$ cat src/source/lab_pkg.sv
package lab_pkg;

    // **************************************************
    // widths shared by the design and the testbench
    // **************************************************

    localparam int SHIFT_W      = 12; // one register bit per board led.
    localparam int STROBE_CNT_W = 16; // upper four digits of the display.
    localparam int FSM_CNT_W    = 8;  // two digits per detector count.
    localparam int DIGITS       = 8;  // digits on the multiplexed display.

    // default strobe widths for a 50 MHz board clock
    localparam int SHIFT_STROBE_W_DEF = 23; // roughly six shifts per second.
    localparam int SCAN_STROBE_W_DEF  = 10; // fast enough to avoid visible flicker.

    // **************************************************
    // display word and detector states
    // **************************************************

    typedef struct packed {
        logic [STROBE_CNT_W-1:0] strobe_count; // digits 7 down to 4.
        logic [FSM_CNT_W-1:0]    moore_count;  // digits 3 and 2.
        logic [FSM_CNT_W-1:0]    mealy_count;  // digits 1 and 0.
    } display_word_t;

    typedef enum logic [1:0] {
        MOORE_IDLE    = 2'd0, // no useful prefix seen.
        MOORE_GOT_1   = 2'd1, // last bit was 1.
        MOORE_GOT_10  = 2'd2, // last two bits were 1 then 0.
        MOORE_GOT_101 = 2'd3  // full pattern seen, output is high.
    } moore_state_t;

    typedef enum logic [1:0] {
        MEALY_IDLE   = 2'd0, // no useful prefix seen.
        MEALY_GOT_1  = 2'd1, // last bit was 1.
        MEALY_GOT_10 = 2'd2  // a 1 now completes the pattern.
    } mealy_state_t;

endpackage

$ cat src/source/strobe_gen.sv
`timescale 1ns/10ps

module strobe_gen #(
    parameter int W = 4 // the period is 2**W clock cycles.
) (
    input  logic i_clk,
    input  logic i_arst_n,
    output logic o_strobe
);

    logic [W-1:0] cnt; // free running, wraps on its own.

    always_ff @(posedge i_clk or negedge i_arst_n) begin
        if (!i_arst_n) begin
            cnt      <= '0;
            o_strobe <= 1'b0; // quiet during reset.
        end else begin
            cnt      <= cnt + W'(1);
            o_strobe <= &cnt; // registered, so the pulse is one clean cycle.
        end
    end

    // the first pulse appears on the edge after cnt reaches all ones,
    // which is exactly 2**W cycles after reset is released.

endmodule

$ cat src/source/shift_register.sv
`timescale 1ns/10ps

module shift_register (
    input  logic                        i_clk,
    input  logic                        i_arst_n,
    input  logic                        i_en,
    input  logic                        i_in,
    output logic [lab_pkg::SHIFT_W-1:0] o_out_reg
);

    import lab_pkg::*;

    // bit 0 always holds the newest bit, older bits move toward the msb.
    always_ff @(posedge i_clk or negedge i_arst_n) begin
        if (!i_arst_n) begin
            o_out_reg <= '0; // all leds dark after reset.
        end else if (i_en) begin
            o_out_reg <= {o_out_reg[SHIFT_W-2:0], i_in}; // oldest bit drops out.
        end
    end

endmodule

$ cat src/source/moore_fsm.sv
`timescale 1ns/10ps

module moore_fsm (
    input  logic i_clk,
    input  logic i_arst_n,
    input  logic i_en,
    input  logic i_a,
    output logic o_y
);

    import lab_pkg::*;

    moore_state_t state;      // current state, changes only on i_en.
    moore_state_t state_next; // combinational next state.

    // **************************************************
    // next state for 1-0-1 with overlap
    // **************************************************

    always_comb begin
        state_next = state; // hold unless a case below moves it.
        case (state)
            MOORE_IDLE:    state_next = i_a ? MOORE_GOT_1   : MOORE_IDLE;
            MOORE_GOT_1:   state_next = i_a ? MOORE_GOT_1   : MOORE_GOT_10;
            MOORE_GOT_10:  state_next = i_a ? MOORE_GOT_101 : MOORE_IDLE;
            MOORE_GOT_101: state_next = i_a ? MOORE_GOT_1   : MOORE_GOT_10; // overlap.
            default:       state_next = MOORE_IDLE;
        endcase
    end

    always_ff @(posedge i_clk or negedge i_arst_n) begin
        if (!i_arst_n) begin
            state <= MOORE_IDLE;
        end else if (i_en) begin
            state <= state_next; // advance once per shift strobe.
        end
    end

    // the output comes from the state only, one strobe after the last bit.
    assign o_y = (state == MOORE_GOT_101);

endmodule

$ cat src/source/mealy_fsm.sv
`timescale 1ns/10ps

module mealy_fsm (
    input  logic i_clk,
    input  logic i_arst_n,
    input  logic i_en,
    input  logic i_a,
    output logic o_y
);

    import lab_pkg::*;

    mealy_state_t state;      // current state, changes only on i_en.
    mealy_state_t state_next; // combinational next state.

    // **************************************************
    // next state for 1-0-1 with overlap
    // **************************************************

    always_comb begin
        state_next = state; // hold unless a case below moves it.
        case (state)
            MEALY_IDLE:   state_next = i_a ? MEALY_GOT_1 : MEALY_IDLE;
            MEALY_GOT_1:  state_next = i_a ? MEALY_GOT_1 : MEALY_GOT_10;
            MEALY_GOT_10: state_next = i_a ? MEALY_GOT_1 : MEALY_IDLE; // a hit keeps its 1.
            default:      state_next = MEALY_IDLE;
        endcase
    end

    always_ff @(posedge i_clk or negedge i_arst_n) begin
        if (!i_arst_n) begin
            state <= MEALY_IDLE;
        end else if (i_en) begin
            state <= state_next; // advance once per shift strobe.
        end
    end

    // the output reacts to the input directly, a strobe ahead of the moore one.
    assign o_y = (state == MEALY_GOT_10) && i_a;

endmodule

$ cat src/source/event_counters.sv
`timescale 1ns/10ps

module event_counters (
    input  logic                   i_clk,
    input  logic                   i_arst_n,
    input  logic                   i_en,
    input  logic                   i_moore_y,
    input  logic                   i_mealy_y,
    output lab_pkg::display_word_t o_word
);

    import lab_pkg::*;

    // **************************************************
    // counters written straight into the display word
    // **************************************************

    // each detector output only counts when sampled on the shift strobe,
    // otherwise a high output would be counted on every clock cycle.
    always_ff @(posedge i_clk or negedge i_arst_n) begin
        if (!i_arst_n) begin
            o_word <= '0; // display reads all zeros after reset.
        end else if (i_en) begin
            o_word.strobe_count <= o_word.strobe_count + STROBE_CNT_W'(1); // every strobe.

            if (i_moore_y) begin
                o_word.moore_count <= o_word.moore_count + FSM_CNT_W'(1); // trails by one.
            end

            if (i_mealy_y) begin
                o_word.mealy_count <= o_word.mealy_count + FSM_CNT_W'(1); // same strobe as the bit.
            end
        end
    end

    // all three fields wrap at their natural width.

endmodule

$ cat src/source/seven_segment.sv
`timescale 1ns/10ps

module seven_segment (
    input  logic                       i_clk,
    input  logic                       i_arst_n,
    input  logic                       i_en,
    input  lab_pkg::display_word_t     i_word,
    input  logic [lab_pkg::DIGITS-1:0] i_dots,
    output logic [6:0]                 o_abcdefg,
    output logic                       o_dot,
    output logic [lab_pkg::DIGITS-1:0] o_anodes
);

    import lab_pkg::*;

    logic [$clog2(DIGITS)-1:0]        index;     // digit being shown.
    logic                             scan_on;   // set by the first scan strobe.
    logic [$bits(display_word_t)-1:0] word_bits; // flat view of the word.
    logic [3:0]                       nibble;    // hex value of the current digit.

    // active high segments with a in bit 6 and g in bit 0.
    function automatic logic [6:0] hex_to_seg(input logic [3:0] value);
        logic [6:0] seg;
        case (value)
            4'h0:    seg = 7'b1111110;
            4'h1:    seg = 7'b0110000;
            4'h2:    seg = 7'b1101101;
            4'h3:    seg = 7'b1111001;
            4'h4:    seg = 7'b0110011;
            4'h5:    seg = 7'b1011011;
            4'h6:    seg = 7'b1011111;
            4'h7:    seg = 7'b1110000;
            4'h8:    seg = 7'b1111111;
            4'h9:    seg = 7'b1111011;
            4'ha:    seg = 7'b1110111;
            4'hb:    seg = 7'b0011111; // lower case b so it differs from 8.
            4'hc:    seg = 7'b1001110;
            4'hd:    seg = 7'b0111101; // lower case d so it differs from 0.
            4'he:    seg = 7'b1001111;
            default: seg = 7'b1000111; // f.
        endcase
        return seg;
    endfunction

    // **************************************************
    // digit scan
    // **************************************************

    always_ff @(posedge i_clk or negedge i_arst_n) begin
        if (!i_arst_n) begin
            index   <= '0;
            scan_on <= 1'b0; // keeps the display dark until the first strobe.
        end else if (i_en) begin
            index   <= index + 3'd1; // wraps from 7 back to 0.
            scan_on <= 1'b1;
        end
    end

    assign word_bits = i_word;                  // digit 0 is the lowest nibble.
    assign nibble    = word_bits[index * 4 +: 4];

    // **************************************************
    // registered active low outputs
    // **************************************************

    always_ff @(posedge i_clk or negedge i_arst_n) begin
        if (!i_arst_n) begin
            o_abcdefg <= '1; // segments off.
            o_dot     <= 1'b1;
            o_anodes  <= '1; // no digit selected.
        end else if (scan_on) begin
            o_abcdefg <= ~hex_to_seg(nibble);       // active low segments.
            o_dot     <= ~i_dots[index];            // lit when its dot bit is set.
            o_anodes  <= ~(DIGITS'(1) << index);    // one cold anode.
        end
    end

endmodule

$ cat src/source/lab_top.sv
`timescale 1ns/10ps

module lab_top #(
    parameter int SHIFT_STROBE_W = lab_pkg::SHIFT_STROBE_W_DEF,
    parameter int SCAN_STROBE_W  = lab_pkg::SCAN_STROBE_W_DEF
) (
    input  logic                        clk,
    input  logic                        i_arst_n,
    input  logic [3:0]                  i_key,
    input  logic [lab_pkg::DIGITS-1:0]  i_sw,
    output logic [lab_pkg::SHIFT_W-1:0] o_led,
    output logic [7:0]                  o_abcdefgh,
    output logic [lab_pkg::DIGITS-1:0]  o_digit,
    output logic                        o_buzzer
);

    import lab_pkg::*;

    logic               serial_bit;   // key 1 pressed means a 1.
    logic [DIGITS-1:0]  dots;         // switch pressed means dot on.
    logic               shift_strobe; // slow strobe for shifting and counting.
    logic               scan_strobe;  // fast strobe for the display scan.
    logic [SHIFT_W-1:0] out_reg;      // bit 0 is the newest bit.
    logic               moore_y;
    logic               mealy_y;
    display_word_t      display_word; // strobe, moore and mealy counts.

    // **************************************************
    // board polarity, keys and switches are active low
    // **************************************************

    assign serial_bit = ~i_key[1];
    assign dots       = ~i_sw;
    assign o_led      = ~out_reg; // a stored 1 lights its led.
    assign o_buzzer   = i_key[0]; // buzzer sounds while key 0 is held.

    strobe_gen #(.W(SHIFT_STROBE_W)) i_shift_strobe (
        .i_clk    (clk),
        .i_arst_n (i_arst_n),
        .o_strobe (shift_strobe)
    );

    shift_register i_shift_reg (
        .i_clk     (clk),
        .i_arst_n  (i_arst_n),
        .i_en      (shift_strobe),
        .i_in      (serial_bit),
        .o_out_reg (out_reg)
    );

    moore_fsm i_moore_fsm (
        .i_clk    (clk),
        .i_arst_n (i_arst_n),
        .i_en     (shift_strobe),
        .i_a      (out_reg[0]), // detectors see a bit one strobe after it is stored.
        .o_y      (moore_y)
    );

    mealy_fsm i_mealy_fsm (
        .i_clk    (clk),
        .i_arst_n (i_arst_n),
        .i_en     (shift_strobe),
        .i_a      (out_reg[0]),
        .o_y      (mealy_y)
    );

    event_counters i_event_counters (
        .i_clk     (clk),
        .i_arst_n  (i_arst_n),
        .i_en      (shift_strobe),
        .i_moore_y (moore_y),
        .i_mealy_y (mealy_y),
        .o_word    (display_word)
    );

    strobe_gen #(.W(SCAN_STROBE_W)) i_scan_strobe (
        .i_clk    (clk),
        .i_arst_n (i_arst_n),
        .o_strobe (scan_strobe)
    );

    seven_segment i_seven_segment (
        .i_clk     (clk),
        .i_arst_n  (i_arst_n),
        .i_en      (scan_strobe),
        .i_word    (display_word),
        .i_dots    (dots),
        .o_abcdefg (o_abcdefgh[7:1]), // segment a sits in the msb.
        .o_dot     (o_abcdefgh[0]),
        .o_anodes  (o_digit)
    );

endmodule

$ cat config.mk
export PLATFORM = sky130hd
export DESIGN_NAME = lab_top
export DESIGN_NICKNAME = d
export VERILOG_FILES = /design/src/source/lab_pkg.sv /design/src/source/strobe_gen.sv /design/src/source/shift_register.sv /design/src/source/moore_fsm.sv /design/src/source/mealy_fsm.sv /design/src/source/event_counters.sv /design/src/source/seven_segment.sv /design/src/source/lab_top.sv
export SDC_FILE = /design/constraint.sdc
export NUM_CORES = 1
export LEC_CHECK = 0
export BUFFER_PORTS_ARGS = -buffer_cell sky130_fd_sc_hd__clkbuf_2
export CORE_MARGIN = 5
export CORE_UTILIZATION = 62
export CTS_CLUSTER_DIAMETER = 40
export DETAILED_ROUTE_END_ITERATION = 7
export GPL_TIMING_DRIVEN = 0
export PLACE_DENSITY = 0.91
export SYNTH_ARGS = -nofsm -noshare
export SYNTH_HDL_FRONTEND = slang
export SYNTH_HIERARCHICAL = 1
export SYNTH_SLANG_ARGS = --single-unit
$ cat constraint.sdc
create_clock -name clk -period 6.9 [get_ports clk]
set_input_delay 0.345 -clock clk [delete_from_list [all_inputs] [get_ports clk]]
set_output_delay 0.345 -clock clk [all_outputs]
set_load 0.005 [all_outputs]
[Word-level counts from Yosys, hierarchy flattened]
Memory sizes are Yosys's and may differ from the RTL's.
Cells that the tools add are included.
Storage, ports and cells
  register bits: 103
  bits in read-only memories: 112
  input bits: 14
  output and inout port bits: 29
  word-level logic and storage cells: 53
  memories: 1
Operators by class
  add/subtract/negate cells: 6
  $lt $le $gt $ge: 1
  eq/ne operators: 5
  shifts and indexed selects: 2
  muxes and demuxes: 8
  bitwise gates (word level): 6
  reductions and logical operators: 9
Memories
  (name not given): words 16, bits a word 7, rd ports 1, clocked after memory_dff 0, write ports 0, RTL line seven_segment.sv:24  | case (value)
Operator list (count)
  $shiftx A32 B6 Y4: 1
  $add A23 B1 Y23 const B: 1
  $reduce_and A23 Y1: 1
  $add A16 B1 Y16 const B: 1
  $add A8 B1 Y8 const B: 2
  $not A8 Y8: 2
  $not A12 Y12: 1
  $add A10 B1 Y10 const B: 1
  $reduce_and A10 Y1: 1
  $shl A1 B3 Y8 const A: 1
  $mux W7: 1
  $not A7 Y7: 1
  $eq A2 B2 Y1 const B: 3
  $pmux W2 S3: 1
  $eq A2 B1 Y1 const B: 2
  $logic_not A2 Y1: 2
  $lt A3 B4 Y1 const B: 1
  $mux W2: 2
  $pmux W2 S2: 1
  $reduce_and A2 Y1: 2
  $reduce_or A2 Y1: 2
  $add A3 B1 Y3 const B: 1
  $bmux W1 S3: 1
  $mux W1: 2
  2 further kinds: 3

[Longest topological paths before layout]
  depth in word-level cells: 4
  gate-level depth with buffers: 8
  gate-level depth less buffers: 7

[Modules after synthesis]
The synthesis kept the hierarchy.
Modules (own cells, without submodules)
  seven_segment: instances 1, cells each 117, area each 1407.6 um^2, sequential area each 520.5 um^2
  event_counters: instances 1, cells each 114, area each 1395.1 um^2, sequential area each 800.8 um^2
  strobe_gen at i_shift_strobe: instances 1, cells each 84, area each 1023.5 um^2, sequential area each 600.6 um^2
  shift_register: instances 1, cells each 25, area each 484.2 um^2, sequential area each 300.3 um^2
  strobe_gen at i_scan_strobe: instances 1, cells each 36, area each 454.2 um^2, sequential area each 275.3 um^2
  mealy_fsm: instances 1, cells each 7, area each 96.3 um^2, sequential area each 50.0 um^2
  moore_fsm: instances 1, cells each 8, area each 92.6 um^2, sequential area each 50.0 um^2
  lab_top: instances 1, cells each 22, area each 86.3 um^2, sequential area each 0.0 um^2

[Worst setup path before layout]
Ideal clock, no wire load.
  kind: reg2reg
  from: register i_seven_segment.index[1]
  to: register i_seven_segment.o_abcdefg[2]
  setup time: 0.060 ns
  arrival: 2.133 ns
  required time: 6.840 ns
  slack: 4.707 ns
  cell stages (with the launch flop): 9
  path buffers: 1
  clock period less this slack: 2.193 ns
  cells stage by stage: dfrtp_1 buf_6 mux4_2 mux2i_1 inv_1 ha_1 mux2_2 o21ai_1 o21a_1
On the way
  longest elaborated chain between the ends: 4
Ends and longest elaborated chain
  start, declared: RTL line seven_segment.sv:16  | logic [$clog2(DIGITS)-1:0] index;
  start signal, assigned: RTL line seven_segment.sv:54  | index <= index + 3'd1;
  $shiftx A32 B6 Y4: RTL line seven_segment.sv:60  | assign nibble = word_bits[index * 4 +: 4];
  $mem_v2 Z16 W7
  $mux W7: RTL line seven_segment.sv:71  | end else if (scan_on) begin
  $not A7 Y7: RTL line seven_segment.sv:72  | o_abcdefg <= ~hex_to_seg(nibble);
  end signal, assigned: RTL line seven_segment.sv:72
  end, declared: RTL line seven_segment.sv:9  | output logic [6:0] o_abcdefg,
No other way between the ends. The select of a mux whose other input is x is not followed.
A chain may end at the register's enable or synchronous reset.

[Worst setup path in the final report]
Same ends and word-level chain as after synthesis.

==> results_tabular.tex <==
\begin{tabular}{lr}
\hline
Metric & Value \\
\hline
\multicolumn{2}{l}{\textbf{Logic synthesis}} \\
\quad Dominant combinational cell family by area after synthesis & simple AND/OR/NAND/NOR gates \\
\quad Primary flip-flop cell chosen by synthesis mapping & sky130\_fd\_sc\_hd\_\_dfrtp\_1 \\
\quad Largest area contributor in the netlist & sky130\_fd\_sc\_hd\_\_dfrtp\_1 \\
\quad Ys async rst share & 100.0\% \\
\quad Cell count after synthesis & 413 \\
\quad Net count after synthesis & 444 \\
\quad Sequential element share of the synthesized area & 51.54\% \\
\quad Synthesized flop and latch total & 103 \\
\quad Average cell area after synthesis & 12.20 um\^{}2 \\
\quad Portion of netlist area occupied by mux cells & 12.39\% \\
\quad Synth Area in XOR/XNOR & 10.58\% \\
\quad Library cells used by synthesis & 50 \\
\quad Adder-cell share of the synthesized area & 4.220\% \\
\quad Simple-gate portion of the synthesized area & 13.13\% \\
\quad Share of Yosys cell area claimed by the top area cell type & 43.20\% \\
\quad Synth top area cells & sky130\_fd\_sc\_hd\_\_dfrtp\_1, sky130\_fd\_sc\_hd\_\_dfstp\_2, sky130\_fd\_sc\_hd\_\_xnor2\_1 \\
\quad Most repeated cell in the gate-level netlist after synthesis & sky130\_fd\_sc\_hd\_\_dfrtp\_1 \\
\quad Count of synthesis-stage warnings from yosys & 6 \\
\quad Count of flip-flops with a built-in enable after synthesis & 0 \\
\quad Compound-gate portion of the synthesized area & 3.500\% \\
\quad Mapped Area & 5040 um\^{}2 \\
\quad Most frequent cells after synthesis & sky130\_fd\_sc\_hd\_\_dfrtp\_1, sky130\_fd\_sc\_hd\_\_xnor2\_1, sky130\_fd\_sc\_hd\_\_inv\_1 \\
\multicolumn{2}{l}{\textbf{Setup path}} \\
\quad Highest fanout seen on the critical path & 10 \\
\quad Crit end category & register \\
\quad WS Path Type & register to register \\
\quad Length in cells of the worst reg-to-reg path & 8 \\
\quad Kind of start point of the critical path & register \\
\quad Setup slack, reg-to-reg & 4.27 ns \\
\quad Data arrival time of the worst path & 2.94 ns \\
\quad Worst Path Required & 7.21 ns \\
\multicolumn{2}{l}{\textbf{Power}} \\
\quad Switching share of total power & 22.34\% \\
\quad Share of total power in sequential cells & 63.4\% \\
\quad Internal portion of total power & 0.0007396 W \\
\quad Cell area power density & 171.1 nW/um\^{}2 \\
\quad Gate power share & 2.0\% \\
\quad Clock share of power & 34.6\% \\
\quad Switching power & 0.0002128 W \\
\quad IR Drop Worst-Case VDD & 104.9 uV \\
\quad Leak & 2.723 nW \\
\multicolumn{2}{l}{\textbf{CTS}} \\
\quad Clock net sink count & 103 \\
\quad TritonCTS clock tree & built \\
\quad Worst-Skew Late Latency & 0.36 ns \\
\quad Post-CTS repair timing setup buffer count & 0 \\
\quad Clock edge transition at the registers on the reported setup and hold paths & 0.09 ns \\
\quad Number of hold buffers added after CTS & 1 \\
\quad TritonCTS buffer count & 9 \\
\quad Htree depth & 3 \\
\quad Clock root buffer master & sky130\_fd\_sc\_hd\_\_clkbuf\_8 \\
\quad Total of cells resized after clock tree synthesis & 0 \\
\quad Number of buffers on the longest clock path & 2 \\
\multicolumn{2}{l}{\textbf{Placed design}} \\
\quad Count of placed standard cells including taps & 555 \\
\quad Area of placed instances & 5393 um\^{}2 \\
\quad HPWL after DPL & 6412 um \\
\quad Routability-driven placement congestion ratio & 0.8223 \\
\quad Count of buffers inserted at the top-level ports & 39 \\
\multicolumn{2}{l}{\textbf{Routing}} \\
\quad Vias per cell & 5.505 \\
\quad Via total after detailed routing & 3149 \\
\quad Post-route DRC & 0 \\
\quad Average routed wire per standard cell & 15.68 um \\
\quad Total detailed-routing wirelength & 8970 um \\
\quad Length of the first detailed-routing pass in iterations & 4 \\
\quad Antenna viol nets, final & 0 \\
\quad Detailed Route Iter0 Violations & 264 \\
\multicolumn{2}{l}{\textbf{Global routing}} \\
\quad Leftover overflow at the end of global routing & 0 \\
\quad Via count of the first global-routing pass & 3308 \\
\quad Wire length of the first global-routing pass & 15600 um \\
\quad Pin count of the biggest net entering global routing & 65 \\
\quad Global routing usage summed across all routing layers & 19.19\% \\
\quad Antenna violations before repair & 0 \\
\multicolumn{2}{l}{\textbf{STA}} \\
\quad Clock period minus final worst setup slack & 2.628 ns \\
\quad Final Cycle Share & 38.09\% \\
\quad Sum of negative setup slack & 0 ns \\
\quad Slew Limit Headroom & 62.57\% \\
\quad Setup skew after layout & 0.009413 ns \\
\quad RSZ-0062 raised after global routing & false \\
\quad Final Hold Violating Endpoints & 0 \\
\quad Slew at the pin closest to its max-slew limit & 0.5459 ns \\
\quad Pins Over Slew Limit & 0 \\
\quad Final-report setup violation count & 0 \\
\quad Maximum achievable frequency & 380.5 MHz \\
\multicolumn{2}{l}{\textbf{Floorplan}} \\
\quad \# IOs & 43 \\
\quad Row cnt & 32 \\
\quad Die footprint & 10030 um\^{}2 \\
\quad Initial standard-cell utilization of the core & 64.55\% \\
\quad Die X & 100.2 um \\
\quad Die outline height & 100.2 um \\
\quad Core Footprint & 7807 um\^{}2 \\
\multicolumn{2}{l}{\textbf{Status}} \\
\quad Outcome & complete, no violations \\
\multicolumn{2}{l}{\textbf{Hold path}} \\
\quad Number of cells traversed by the worst hold path & 3 \\
\quad Worst min-delay path category & primary input to register \\
\multicolumn{2}{l}{\textbf{Finish}} \\
\quad Layout cells sized above 1 & 26.38\% \\
\quad Layout Area Growth over Synthesis & 10.45\% \\
\quad Final net count & 496 \\
\quad Max reg flops & 32 \\
\quad Fill cell instance count of the final layout & 545 \\
\quad Ant diodes & 0 \\
\quad Cell Count, Final, Fillers Out & 572 \\
\quad Final Instance Area & 5567 um\^{}2 \\
\multicolumn{2}{l}{\textbf{Job}} \\
\quad Max-capacitance violation count & 0 \\
\hline
\end{tabular}
## worst paths after layout
path                                           from                           end
min                                        i_key[1]      i_shift_reg/o_out_reg[0]
max reg2reg                i_seven_segment/index[1]  i_seven_segment/o_abcdefg[2]
min reg2reg                  i_shift_strobe/cnt[17]        i_shift_strobe/cnt[17]
max in group asynchronous                  i_arst_n   i_event_counters/o_word[16]
max                        i_seven_segment/index[1]  i_seven_segment/o_abcdefg[2]
min in group asynchronous                  i_arst_n        i_shift_strobe/cnt[17]
## kinds of logic after synthesis
logic type	Yosys count
adder cells (fa/ha/maj)	17
buffers and inverters	48
multiplexers	40
AO/OA/AOI/OAI	26
flip-flops	103
AND/OR/NAND/NOR	119
XOR/XNOR	60
## through the flow
stage                     utilization [%]  hold slack (ns)   power, W  setup slack (ns)
final                               71.30           0.2705  0.0009524             4.272
after global routing                71.30           0.2588  0.0009956             4.206
after CTS                           71.30           0.2602  0.0009620             4.327
after detailed placement            69.07           0.3964  0.0006346             4.351
after global placement              68.69           0.4383  0.0006318             4.236
after floorplan                         -          0.04941  0.0006176             4.707
## worst max-delay path, stage by stage, from the launching register on
cell	delay, ns
sky130_fd_sc_hd__dfrtp_1	0.45
sky130_fd_sc_hd__buf_6	0.19
sky130_fd_sc_hd__mux4_2	0.51
sky130_fd_sc_hd__mux2i_1	0.47
sky130_fd_sc_hd__inv_1	0.23
sky130_fd_sc_hd__ha_1	0.23
sky130_fd_sc_hd__mux2_2	0.26
sky130_fd_sc_hd__o21ai_1	0.11
sky130_fd_sc_hd__o21a_1	0.13
## power groups by stage
stage | Clock [W] | Combinational, W | Sequential [W]
6_report | 0.000330 | 0.0000188 | 0.000604
5_1_grt | 0.000370 | 0.0000222 | 0.000604
4_1_cts | 0.000338 | 0.0000199 | 0.000604
3_5_place_dp | 0 | 0.0000194 | 0.000615
3_3_place_gp | 0 | 0.0000165 | 0.000615
2_1_floorplan | 0 | 0.00000223 | 0.000615
## cells in the final DEF (no fill, tap or decap), types with 5 or more instances in the layout
cell and instances:
sky130_fd_sc_hd__dfrtp_1 87, sky130_fd_sc_hd__clkbuf_2 38, sky130_fd_sc_hd__xnor2_1 36, sky130_fd_sc_hd__inv_1 33, sky130_fd_sc_hd__nor2_1 29, sky130_fd_sc_hd__nand2_1 26
sky130_fd_sc_hd__xor2_1 23, sky130_fd_sc_hd__ha_1 17, sky130_fd_sc_hd__dfstp_2 16, sky130_fd_sc_hd__nand3_1 14, sky130_fd_sc_hd__nand4_1 13, sky130_fd_sc_hd__and3_1 13
sky130_fd_sc_hd__mux2_4 11, sky130_fd_sc_hd__clkbuf_8 9, sky130_fd_sc_hd__mux2i_1 8, sky130_fd_sc_hd__mux4_2 8, sky130_fd_sc_hd__a31oi_1 8, sky130_fd_sc_hd__mux2_2 6
sky130_fd_sc_hd__buf_6 5
## layer usage
metal / wire, um / track usage, % / vias to the layer above / share of wire (%)
li1: - / - / 1512 / -
met5: 0 / 0 / - / 0
met4: 125 / 5.492 / 0 / 1.4
met3: 393 / 4.448 / 13 / 4.4
met1: 3908 / 25.20 / 1557 / 44
met2: 4542 / 32.06 / 67 / 51
## cell type report
cell class / count / area (um^2) / share of cell area (%)
multi-input cells: 262 / 2208 / 39.67
inverters: 35 / 131.4 / 2.360
clock inverters: 6 / 36.28 / 0.6518
flip-flops and latches: 103 / 2597 / 46.66
clock buffers: 10 / 127.6 / 2.293
repair buffers: 41 / 235.2 / 4.226
well taps: 102 / 127.6 / 2.293
plain buffers: 13 / 102.6 / 1.843
Note: power is estimated with default switching activity, not from simulation.
